### src/fir_cfg_pkg.sv
package fir_cfg_pkg;

	// Datapath sizes of the ten-tap FIR

	// Number of taps in both the coefficient bank and the delay line
	localparam int tap_count = 10;

	// Unsigned sample width
	localparam int sample_width = 8;

	// Unsigned coefficient width
	localparam int coeff_width = 8;

	// One product grows by sample plus coefficient bits, and the sum over all
	// taps grows by the ceiling of log2 of the tap count
	// Ten full-scale products sum to 650250, so this is the width that holds them
	localparam int result_width = sample_width + coeff_width + $clog2(tap_count);

	// Index of one tap, from 0 to tap_count - 1
	localparam int tap_index_width = $clog2(tap_count);

	// The command data bus carries either a sample or a coefficient
	localparam int data_width = (sample_width > coeff_width) ? sample_width : coeff_width;

endpackage

### src/fir_ctrl_pkg.sv
package fir_ctrl_pkg;

	// Opcodes on the command port
	typedef enum logic [1:0] {
		// Shift one coefficient into the bank
		cmd_load_coeff    = 2'd0,
		// Push one sample and compute one result
		cmd_push_sample   = 2'd1,
		// Zero the whole sample history
		cmd_clear_history = 2'd2
	} fir_cmd_e;

	// States of the control FSM
	typedef enum logic [2:0] {
		st_idle    = 3'd0,
		st_coeff   = 3'd1,
		st_shift   = 3'd2,
		st_compute = 3'd3,
		st_present = 3'd4,
		st_release = 3'd5
	} fir_state_e;

endpackage

### src/fir_coeff_bank.sv
`timescale 1ns/1ps

module fir_coeff_bank (
	input  logic                                     clock,
	input  logic                                     arst_n,
	input  logic                                     coeff_shift,
	input  logic [fir_cfg_pkg::coeff_width-1:0]      coeff_in,
	input  logic [fir_cfg_pkg::tap_index_width-1:0]  tap_index,
	output logic [fir_cfg_pkg::coeff_width-1:0]      coeff_out
);

	import fir_cfg_pkg::*;

	// Register 0 takes the newest load, and the oldest load sits at the top
	logic [coeff_width-1:0] coeff_q [0:tap_count-1];

	// The bank starts out as all zeros, which gives a zero response
	always_ff @(posedge clock or negedge arst_n) begin
		if (!arst_n) begin
			for (int i = 0; i < tap_count; i++) begin
				coeff_q[i] <= '0;
			end
		end else if (coeff_shift) begin
			// Everything moves one place up and the top entry drops out
			for (int i = tap_count - 1; i > 0; i--) begin
				coeff_q[i] <= coeff_q[i-1];
			end
			coeff_q[0] <= coeff_in;
		end
	end

	// Taps are read from the top down
	// Tap 0 gets the first coefficient loaded and meets the newest sample
	always_comb begin
		coeff_out = '0;
		if (tap_index < tap_index_width'(tap_count)) begin
			coeff_out = coeff_q[(tap_count - 1) - int'(tap_index)];
		end
	end

endmodule

### src/fir_control.sv
`timescale 1ns/1ps

module fir_control (
	input  logic                                  clock,
	input  logic                                  arst_n,
	input  logic                                  cmd_req,
	input  fir_ctrl_pkg::fir_cmd_e                cmd_op,
	input  logic [fir_cfg_pkg::data_width-1:0]    cmd_data,
	output logic                                  cmd_ack,
	output logic                                  res_req,
	input  logic                                  res_ack,
	output logic                                  coeff_shift,
	output logic [fir_cfg_pkg::coeff_width-1:0]   coeff_in,
	output logic                                  sample_shift,
	output logic                                  history_clear,
	output logic [fir_cfg_pkg::sample_width-1:0]  sample_in,
	output logic                                  mac_start,
	input  logic                                  mac_done
);

	import fir_cfg_pkg::*;
	import fir_ctrl_pkg::*;

	fir_state_e state;

	// Command data is captured on the accepting edge
	// The strobes raised on that same edge carry it to the datapath one cycle later
	always_ff @(posedge clock) begin
		if (state == st_idle && cmd_req) begin
			coeff_in  <= cmd_data[coeff_width-1:0];
			sample_in <= cmd_data[sample_width-1:0];
		end
	end

	always_ff @(posedge clock or negedge arst_n) begin
		if (!arst_n) begin
			state         <= st_idle;
			cmd_ack       <= 1'b0;
			res_req       <= 1'b0;
			coeff_shift   <= 1'b0;
			sample_shift  <= 1'b0;
			history_clear <= 1'b0;
			mac_start     <= 1'b0;
		end else begin
			// Strobes are one cycle wide unless a state raises them again
			coeff_shift   <= 1'b0;
			sample_shift  <= 1'b0;
			history_clear <= 1'b0;
			mac_start     <= 1'b0;

			case (state)
				st_idle: begin
					// Commands are only taken here, after both ports have returned to zero
					if (cmd_req) begin
						case (cmd_op)
							cmd_load_coeff: begin
								coeff_shift <= 1'b1;
								state       <= st_coeff;
							end
							cmd_clear_history: begin
								history_clear <= 1'b1;
								state         <= st_shift;
							end
							cmd_push_sample: begin
								// The delay line shifts and the MAC starts on the same edge,
								// so tap 0 already sees the new sample
								sample_shift <= 1'b1;
								mac_start    <= 1'b1;
								state        <= st_shift;
							end
							default: begin
								// An unused opcode is acknowledged with no effect on the datapath
								state <= st_coeff;
							end
						endcase
					end
				end

				st_coeff: begin
					// First cycle here is the bank shift, the second raises the ack
					if (!coeff_shift) begin
						cmd_ack <= 1'b1;
						state   <= st_release;
					end
				end

				st_shift: begin
					if (sample_shift) begin
						state <= st_compute;
					end else if (!history_clear) begin
						// The clear went through on the previous edge
						cmd_ack <= 1'b1;
						state   <= st_release;
					end
				end

				st_compute: begin
					// The result and the command ack are offered together
					if (mac_done) begin
						res_req <= 1'b1;
						cmd_ack <= 1'b1;
						state   <= st_present;
					end
				end

				st_present: begin
					// The host may finish the command handshake while the result waits
					if (!cmd_req) begin
						cmd_ack <= 1'b0;
					end
					// The result stays up until the host takes it
					if (res_ack) begin
						res_req <= 1'b0;
						state   <= st_release;
					end
				end

				st_release: begin
					if (!cmd_req) begin
						cmd_ack <= 1'b0;
					end
					// Idle again once both request lines are low
					if (!cmd_req && !res_ack) begin
						state <= st_idle;
					end
				end

				default: begin
					state <= st_idle;
				end
			endcase
		end
	end

endmodule

### src/fir_delay_line.sv
`timescale 1ns/1ps

module fir_delay_line (
	input  logic                                     clock,
	input  logic                                     arst_n,
	input  logic                                     sample_shift,
	input  logic                                     history_clear,
	input  logic [fir_cfg_pkg::sample_width-1:0]     sample_in,
	input  logic [fir_cfg_pkg::tap_index_width-1:0]  tap_index,
	output logic [fir_cfg_pkg::sample_width-1:0]     sample_out
);

	import fir_cfg_pkg::*;

	// Index 0 is the newest sample and the top index the oldest one kept
	logic [sample_width-1:0] sample_q [0:tap_count-1];

	// Samples from before reset count as zero
	always_ff @(posedge clock or negedge arst_n) begin
		if (!arst_n) begin
			for (int i = 0; i < tap_count; i++) begin
				sample_q[i] <= '0;
			end
		end else if (history_clear) begin
			// Zero the whole history, so later sums only see new samples
			for (int i = 0; i < tap_count; i++) begin
				sample_q[i] <= '0;
			end
		end else if (sample_shift) begin
			for (int i = tap_count - 1; i > 0; i--) begin
				sample_q[i] <= sample_q[i-1];
			end
			sample_q[0] <= sample_in;
		end
	end

	// The tap index is the age of the sample that is read
	always_comb begin
		sample_out = '0;
		if (tap_index < tap_index_width'(tap_count)) begin
			sample_out = sample_q[tap_index];
		end
	end

endmodule

### src/fir_filter_top.sv
`timescale 1ns/1ps

module fir_filter_top (
	input  logic                                   clock,
	input  logic                                   arst_n,
	input  logic                                   cmd_req,
	input  fir_ctrl_pkg::fir_cmd_e                 cmd_op,
	input  logic [fir_cfg_pkg::data_width-1:0]     cmd_data,
	output logic                                   cmd_ack,
	output logic                                   res_req,
	input  logic                                   res_ack,
	output logic [fir_cfg_pkg::result_width-1:0]   res_data
);

	import fir_cfg_pkg::*;

	// Strobes and data from the FSM to the two storage blocks
	logic                    coeff_shift;
	logic [coeff_width-1:0]  coeff_in;
	logic                    sample_shift;
	logic                    history_clear;
	logic [sample_width-1:0] sample_in;

	// MAC run control
	logic mac_start;
	logic mac_done;

	// The MAC addresses one tap of both stores per cycle
	logic [tap_index_width-1:0] tap_index;
	logic [coeff_width-1:0]     coeff_out;
	logic [sample_width-1:0]    sample_out;

	fir_control fir_control_inst (
		.clock         (clock),
		.arst_n        (arst_n),
		.cmd_req       (cmd_req),
		.cmd_op        (cmd_op),
		.cmd_data      (cmd_data),
		.cmd_ack       (cmd_ack),
		.res_req       (res_req),
		.res_ack       (res_ack),
		.coeff_shift   (coeff_shift),
		.coeff_in      (coeff_in),
		.sample_shift  (sample_shift),
		.history_clear (history_clear),
		.sample_in     (sample_in),
		.mac_start     (mac_start),
		.mac_done      (mac_done)
	);

	fir_coeff_bank fir_coeff_bank_inst (
		.clock       (clock),
		.arst_n      (arst_n),
		.coeff_shift (coeff_shift),
		.coeff_in    (coeff_in),
		.tap_index   (tap_index),
		.coeff_out   (coeff_out)
	);

	fir_delay_line fir_delay_line_inst (
		.clock         (clock),
		.arst_n        (arst_n),
		.sample_shift  (sample_shift),
		.history_clear (history_clear),
		.sample_in     (sample_in),
		.tap_index     (tap_index),
		.sample_out    (sample_out)
	);

	// The held MAC result is the result port data
	fir_mac fir_mac_inst (
		.clock      (clock),
		.arst_n     (arst_n),
		.mac_start  (mac_start),
		.coeff_out  (coeff_out),
		.sample_out (sample_out),
		.tap_index  (tap_index),
		.mac_done   (mac_done),
		.result     (res_data)
	);

endmodule

### src/fir_mac.sv
`timescale 1ns/1ps

module fir_mac (
	input  logic                                     clock,
	input  logic                                     arst_n,
	input  logic                                     mac_start,
	input  logic [fir_cfg_pkg::coeff_width-1:0]      coeff_out,
	input  logic [fir_cfg_pkg::sample_width-1:0]     sample_out,
	output logic [fir_cfg_pkg::tap_index_width-1:0]  tap_index,
	output logic                                     mac_done,
	output logic [fir_cfg_pkg::result_width-1:0]     result
);

	import fir_cfg_pkg::*;

	// High for exactly tap_count cycles after a start
	logic busy;

	// Sum of the taps handled so far in this run
	logic [result_width-1:0] acc;

	// Product of the tap that is addressed in this cycle
	logic [coeff_width+sample_width-1:0] product;

	// Set while the last tap is addressed
	logic last_tap;

	assign product  = coeff_out * sample_out;
	assign last_tap = (tap_index == tap_index_width'(tap_count - 1));

	// Tap walk, done pulse and the held result
	always_ff @(posedge clock or negedge arst_n) begin
		if (!arst_n) begin
			busy      <= 1'b0;
			tap_index <= '0;
			mac_done  <= 1'b0;
			result    <= '0;
		end else begin
			mac_done <= 1'b0;
			if (mac_start) begin
				// Tap 0 is addressed in the first cycle of the run
				busy      <= 1'b1;
				tap_index <= '0;
			end else if (busy) begin
				if (last_tap) begin
					// Last product goes straight into the output register
					busy      <= 1'b0;
					tap_index <= '0;
					mac_done  <= 1'b1;
					result    <= acc + result_width'(product);
				end else begin
					tap_index <= tap_index + 1'b1;
				end
			end
		end
	end

	// Running sum that starts again from zero on every start
	always_ff @(posedge clock) begin
		if (mac_start) begin
			acc <= '0;
		end else if (busy) begin
			acc <= acc + result_width'(product);
		end
	end

endmodule

### config.mk
export PLATFORM = sky130hd
export DESIGN_NAME = fir_filter_top
export DESIGN_NICKNAME = d
export VERILOG_FILES = /design/src/fir_cfg_pkg.sv /design/src/fir_ctrl_pkg.sv /design/src/fir_coeff_bank.sv /design/src/fir_control.sv /design/src/fir_delay_line.sv /design/src/fir_filter_top.sv /design/src/fir_mac.sv
export SDC_FILE = /design/constraint.sdc
export NUM_CORES = 1
export LEC_CHECK = 0
export BUFFER_PORTS_ARGS = -buffer_cell sky130_fd_sc_hd__buf_2
export CAP_MARGIN = 0
export CORE_UTILIZATION = 45
export DETAILED_ROUTE_END_ITERATION = 7
export PLACE_DENSITY_LB_ADDON = 0.08
export SETUP_SLACK_MARGIN = 0.5
export SYNTH_ARGS = -nofsm -noshare
export SYNTH_HDL_FRONTEND = slang
export SYNTH_SLANG_ARGS = --single-unit
### constraint.sdc
create_clock -name clock -period 18.1 [get_ports clock]
set_input_delay 4.525 -clock clock [delete_from_list [all_inputs] [get_ports clock]]
set_output_delay 4.525 -clock clock [all_outputs]
set_load 0.03 [all_outputs]
==> metrics.cfg, run 1 <==
[grt]
grt.total_usage = 0.1837
grt_start_max_net_pins = 82
antenna_found_initial = 0
grt_pass1_wl_um = 42620
grt_overflow_total = 0
grt_pass1_vias = 8028

[layout]
fin_nets = 1260
finalNonFillerCells = 1545
layout_common_cells = 190 x dfrtp_1, 151 x nor2_1, 122 x mux2i_1
final_area_mm2 = 0.01406
drive_above_1_share = 0.1979
diodes = 0
syn2layout_area_growth_pct = 9.877
final_common_cell = dfrtp_1

[power_and_ir_drop]
power.leakage_nw = 6.674
power_density_mw_per_mm2 = 123.9
swShare = 0.3502
pwr-share-comb = 0.313
power_frac_seq = 0.396
p_switching_uw = 610.0
intPower_mw = 1.132
peakVddDrop_mv = 0.07349
finalPower_mw = 1.742
p_clk_frac = 0.291

[floorplanning]
fp.dieW_um = 170.6
coreArea_mm2 = 0.02786
placementRows = 61
dieArea_mm2 = 0.02911
io_pins = 36
die_h_um = 170.6
initial_core_util = 0.4593

[flow_run]
drv_cap = 0

[sta]
clock_skew_ps = 13.94
finalSetupTns_ps = 0
worst_pin_slew_ps = 1061
min_period_ps = 6693
timing.final.hold_violations = 0
maxSlewViolCount = 0
period_share = 0.3698
max_freq_mhz = 149.4
finalSetupViolations = 0
maxSlewHeadroom = 0.2929
rsz0062_at_grt = false
final.setup.worst_slack_ps = 11410

[drt]
drc = 0
drtIter0Drc = 551
avgRoutedWirePerCell_um = 16.59
vias_per_cell = 5.222
vias = 8068
route.antenna.remaining_nets = 0
dr.pass1.iters = 5
drt-total-wl_um = 25630

[setup_path]
cp.required_ps = 18540
cp_max_fo = 14
cp-end-kind = flip-flop
critPathLaunchType = flip-flop
path_class = reg -> reg
critical_path_arrival_ps = 7130

[logic_synthesis]
ys_seq_area_frac = 0.4295
synthArstFlopShare = 0.8739
synth_edf_count = 8
synth-seq-cells = 222
synth.distinct_cells = 62
syn_inst = 1132
syn_nets = 1244
synthFlopType = dfrtp_1
yosys_warnings = 0
synth_area_mm2 = 0.01279
avgSynthCellArea_um2 = 11.30

[cts]
cts_setup_buffers = 0
tritoncts = built
cts_buffers = 25
clk_pin_slew_worst_paths_ps = 60
clockBufferDepth = 3
ctsHoldBuffers = 0
cts_resized = 0
htreeDepth = 1
cts_root_buf = clkbuf_16
cts.sinks = 222
clock_latency_ps = 550

[placement]
dpl-instance-area_mm2 = 0.01323
dp.final_hpwl_um = 17110
dp.cells = 1499
gp_congestion = 0.8183
io_buffers = 35
pre_cts_ws_ps = 11350

[min_path]
hp-class = reg -> reg

[outcome]
run_status = completed

[cell type report]
class | instances | area (um2)
sequential | 222 | 5508
clock buffer | 38 | 744.5
timing repair buffer | 45 | 259.0
multi-input combinational | 743 | 6575
tap | 378 | 473.0
inverter | 111 | 416.7
fill | 2541 | 13800
clock inverter | 8 | 82.58
[worst max-delay path, stage by stage (launching register included)]
cell and delay (ps):
dfrtp_1 370, inv_1 550, ha_1 370, inv_2 250, nand3_1 340, o22a_1 360, nand2b_1 240, or2_1 260
fa_1 500, fa_1 500, inv_1 60, fa_1 520, inv_1 50, fa_1 520, inv_1 40, ha_1 360
nand3_1 100, nor2_1 240, o21ai_1 150, a211o_1 320, a21boi_2 150, mux2_1 320
[power groups by stage]
stage,registers [mW],logic (mW),clock network [mW]
global placement,0.698,0.547,0
detailed placement,0.699,0.555,0
global route,0.706,0.613,0.544
finish,0.689,0.546,0.507
CTS,0.691,0.557,0.525
floorplan,0.663,0.458,0
[synth_stat cells, types with 6 or more instances]
cell	count	area, um2
dfxtp_1	20	400.4
inv_1	102	382.9
dfrtp_1	194	4855
mux4_2	32	720.7
fa_1	50	1001
clkbuf_1	27	101.4
inv_2	9	33.78
nor2_1	151	566.8
o22a_2	12	120.1
nor2b_1	7	43.79
o21ai_0	18	90.09
nand2_1	70	262.8
a21o_1	6	45.04
xnor2_1	7	61.31
mux2i_1	122	1221
ha_1	48	600.6
or2_1	11	68.82
edfxtp_1	8	240.2
nand3_1	15	75.07
nand2b_1	13	81.33
buf_2	17	85.08
mux2_2	81	912.1
a21oi_1	28	140.1
[state kept, by name, indices dropped and copies added (netlist names)]
signal	flops
fir_coeff_bank_inst.coeff_q	80
fir_delay_line_inst.sample_q	80
fir_mac_inst.acc	20
fir_mac_inst.result	20
fir_control_inst.coeff_in	8
fir_mac_inst.tap_index	4
fir_control_inst.state	3
fir_control_inst.cmd_ack	1
fir_control_inst.coeff_shift	1
fir_control_inst.history_clear	1
fir_control_inst.res_req	1
fir_control_inst.sample_shift	1
fir_mac_inst.busy	1
fir_mac_inst.mac_done	1
[path summary, 6_finish.rpt]
check	slack, ps	to	cells after the start	startpoint
setup reg to reg	11410	fir_mac_inst.acc[19]	21	fir_mac_inst.tap_index[2]
hold / removal	470	fir_mac_inst.result[9]	2	fir_mac_inst.result[9]
hold reg to reg	470	fir_mac_inst.result[9]	2	fir_mac_inst.result[9]
setup / recovery	11410	fir_mac_inst.acc[19]	21	fir_mac_inst.tap_index[2]
min in group asynchronous	3990	fir_control_inst.state[2]	1	arst_n
max in group asynchronous	12060	fir_coeff_bank_inst.coeff_q[67]	3	arst_n
[metrics by stage]
stage               utilization  hold slack [ps]
finish                   0.5046            465.2
global route             0.5046            497.1
CTS                      0.5046            473.2
detailed placement       0.4750            458.5
global placement         0.4750            454.4
floorplan                     -            454.0
[layer usage]
metal,up-vias,GRT usage,wire [um]
met5,-,0,0
met3,40,0.02753,777
met1,4018,0.2612,12500
met2,113,0.2905,11630
met4,0,0.05366,718
li1,3897,-,-
[cells by family (layout without fill, tap and decap cells)]
logic type	Yosys count	count (layout)	share of synthesized area
simple gates	295	295	0.09984
buf+inv	167	202	0.05711
mux	236	236	0.2239
compound gates	106	106	0.05897
xor+xnor	8	8	0.005476
flops	222	222	0.4295
fa+ha+maj	98	98	0.1252
Note: power is estimated with default switching activity, not from simulation.
==> inputs of run 2 (changes only) <==
- clock period: 18.1 -> 6.1 ns (I/O delays scaled with it)
==> metrics.cfg, run 2 (synthesis gave the netlist of run 1 again) <==
[outcome]
run_status = completed  ; unchanged

[sta]
rsz0062_at_grt = true  ; was false
min_period_ps = 5584  ; was 6693 ps
clock_skew_ps = 20.19  ; was 13.94 ps
max_freq_mhz = 179.1  ; was 149.4 MHz
finalSetupViolations = 0  ; unchanged
finalSetupTns_ps = 0  ; unchanged
period_share = 0.9153  ; was 0.3698
timing.final.hold_violations = 0  ; unchanged
maxSlewHeadroom = 0.3324  ; was 0.2929
maxSlewViolCount = 0  ; unchanged
worst_pin_slew_ps = 1001  ; was 1061 ps
final.setup.worst_slack_ps = 516.4  ; was 11,410 ps

[drt]
avgRoutedWirePerCell_um = 17.44  ; was 16.59 um
drt-total-wl_um = 28170  ; was 25,630 um
drc = 0  ; unchanged
vias = 8493  ; was 8,068
route.antenna.remaining_nets = 0  ; unchanged
vias_per_cell = 5.259  ; was 5.222
dr.pass1.iters = 5  ; unchanged
drtIter0Drc = 428  ; was 551

[setup_path]
cp.required_ps = 6540  ; was 18,540 ps
worstRegToRegCells = 22  ; was 21
critPathLaunchType = flip-flop  ; unchanged
critical_path_arrival_ps = 6020  ; was 7130 ps
cp_max_fo = 7  ; was 14
path_class = reg -> reg  ; unchanged
cp-end-kind = flip-flop  ; unchanged

[layout]
regArea_mm2 = 0.005508  ; unchanged
drive_above_1_share = 0.3072  ; was 0.1979
fin_nets = 1331  ; was 1,260
top_regs = fir_coeff_bank_inst.coeff_q x80, fir_delay_line_inst.sample_q x80  ; unchanged
finalNonFillerCells = 1615  ; was 1,545
final_common_cell = dfrtp_1  ; unchanged
multi_input_area_mm2 = 0.007010  ; was 0.006575 mm2
final_util = 0.5494  ; was 0.5046
syn2layout_area_growth_pct = 19.63  ; was 9.877%
diodes = 0  ; unchanged
layout_common_cells = 190 x dfrtp_1, 144 x nor2_1, 115 x mux2i_1  ; was 190 x dfrtp_1, 151 x nor2_1, 122 x mux2i_1
fillers = 2356  ; was 2,541

[grt]
grt_pass1_vias = 8510  ; was 8,028
antenna_found_initial = 0  ; unchanged
grt_pass1_wl_um = 45760  ; was 42,620 um
grt.total_usage = 0.2002  ; was 0.1837
grt_start_max_net_pins = 84  ; was 82
grt_overflow_total = 0  ; unchanged

[cts]
cts.sinks = 222  ; unchanged
cts_root_buf = clkbuf_16  ; unchanged
clockBufferDepth = 3  ; unchanged
htreeDepth = 1  ; unchanged
cts_buffers = 27  ; was 25
clk_pin_slew_worst_paths_ps = 60  ; about the same
clock_latency_ps = 560  ; was 550 ps
tritoncts = built  ; unchanged

[flow_run]
drv_cap = 0  ; unchanged

[min_path]
hold_path_depth = 2  ; unchanged
hp-class = reg -> reg  ; unchanged

[floorplanning]
coreArea_mm2 = 0.02786  ; unchanged
io_pins = 36  ; unchanged
dieArea_mm2 = 0.02911  ; unchanged
die_h_um = 170.6  ; unchanged
initial_core_util = 0.4593  ; unchanged
fp.dieW_um = 170.6  ; unchanged
placementRows = 61  ; unchanged

[power_and_ir_drop]
intPower_mw = 3.870  ; was 1.132 mW
power.leakage_nw = 7.114  ; was 6.674 nW
p_clk_frac = 0.276  ; was 0.291
p_switching_mw = 2.030  ; was 610.0 uW
swShare = 0.3440  ; was 0.3502
pwr-share-comb = 0.379  ; was 0.313
power_frac_seq = 0.345  ; was 0.396
finalPower_mw = 5.899  ; was 1.742 mW
power_density_mw_per_mm2 = 385.4  ; was 123.9 mW/mm2
peakVddDrop_mv = 0.2948  ; was 0.07349 mV

[placement]
dp.final_hpwl_um = 18000  ; was 17,110 um
io_buffers = 35  ; unchanged
dp.cells = 1511  ; was 1,499
pre_cts_ws_ps = 238.7  ; was 11,350 ps
gp_congestion = 0.8119  ; was 0.8183

run 2: power by group through the flow:
| stage | logic [mW] | registers, mW | clock network [mW] |
|---|---|---|---|
| 2_1_floorplan | 1.38 | 1.97 | 0 |
| 3_3_place_gp | 1.73 | 2.05 | 0 |
| 3_5_place_dp | 1.76 | 2.05 | 0 |
| 4_1_cts | 2.03 | 2.04 | 1.68 |
| 5_1_grt | 2.44 | 2.08 | 1.74 |
| 6_report | 2.23 | 2.04 | 1.63 |
run 2: cell type report:
cell class	instances	share of cell area
inverters	111	0.02738
repair buffers	114	0.06458
flip-flops and latches	222	0.3598
clock buffers	41	0.05281
well taps	378	0.03090
multi-input cells	743	0.4580
clock inverters	6	0.006458
run 2: what timing repair did:
action	in CTS	in global routing
setup buffers	25	28
pin swaps	30	67
endpoints found under the setup margin	17	20
gates resized for setup	46	69
gates cloned	4	0
hold buffers	0	0
run 2: through the flow:
step                cell area, um2  hold WS (ps)
floorplan                    12840         454.0
global placement             13380         453.4
detailed placement           13380         460.0
CTS                          14820         474.6
global route                 15310         499.5
finish                       15310         467.8
run 2: worst max-delay path, cell delays in order (launching register included):
cell	delay (ps)
dfrtp_4	530
buf_12	150
buf_16	130
buf_4	130
mux4_2	340
mux2i_1	90
o22a_2	260
buf_4	160
or2_4	230
fa_1	530
inv_1	40
ha_1	260
inv_1	50
fa_1	480
fa_1	550
inv_2	50
ha_4	310
nand3_2	90
o221ai_2	200
a21oi_2	80
a211o_1	330
a21boi_2	170
mux2_4	310
run 2: layer usage:
| layer | vias to the layer above | global-route usage | routed length (um) |
|---|---|---|---|
| met5 | - | 0 | 0 |
| met4 | 0 | 0.05366 | 567 |
| met3 | 40 | 0.02915 | 1036 |
| met2 | 156 | 0.3230 | 13120 |
| met1 | 4239 | 0.2816 | 13450 |
| li1 | 4058 | - | - |
run 2: worst paths after layout:
path,to,slack [ps],from
min in group asynchronous,fir_control_inst.res_req,1020,arst_n
max reg2reg,fir_mac_inst.acc[19],520,fir_mac_inst.tap_index[0]
max,fir_mac_inst.acc[19],520,fir_mac_inst.tap_index[0]
min reg2reg,fir_mac_inst.result[6],470,fir_mac_inst.result[6]
max in group asynchronous,fir_coeff_bank_inst.coeff_q[78],4030,arst_n
min,fir_mac_inst.result[6],470,fir_mac_inst.result[6]
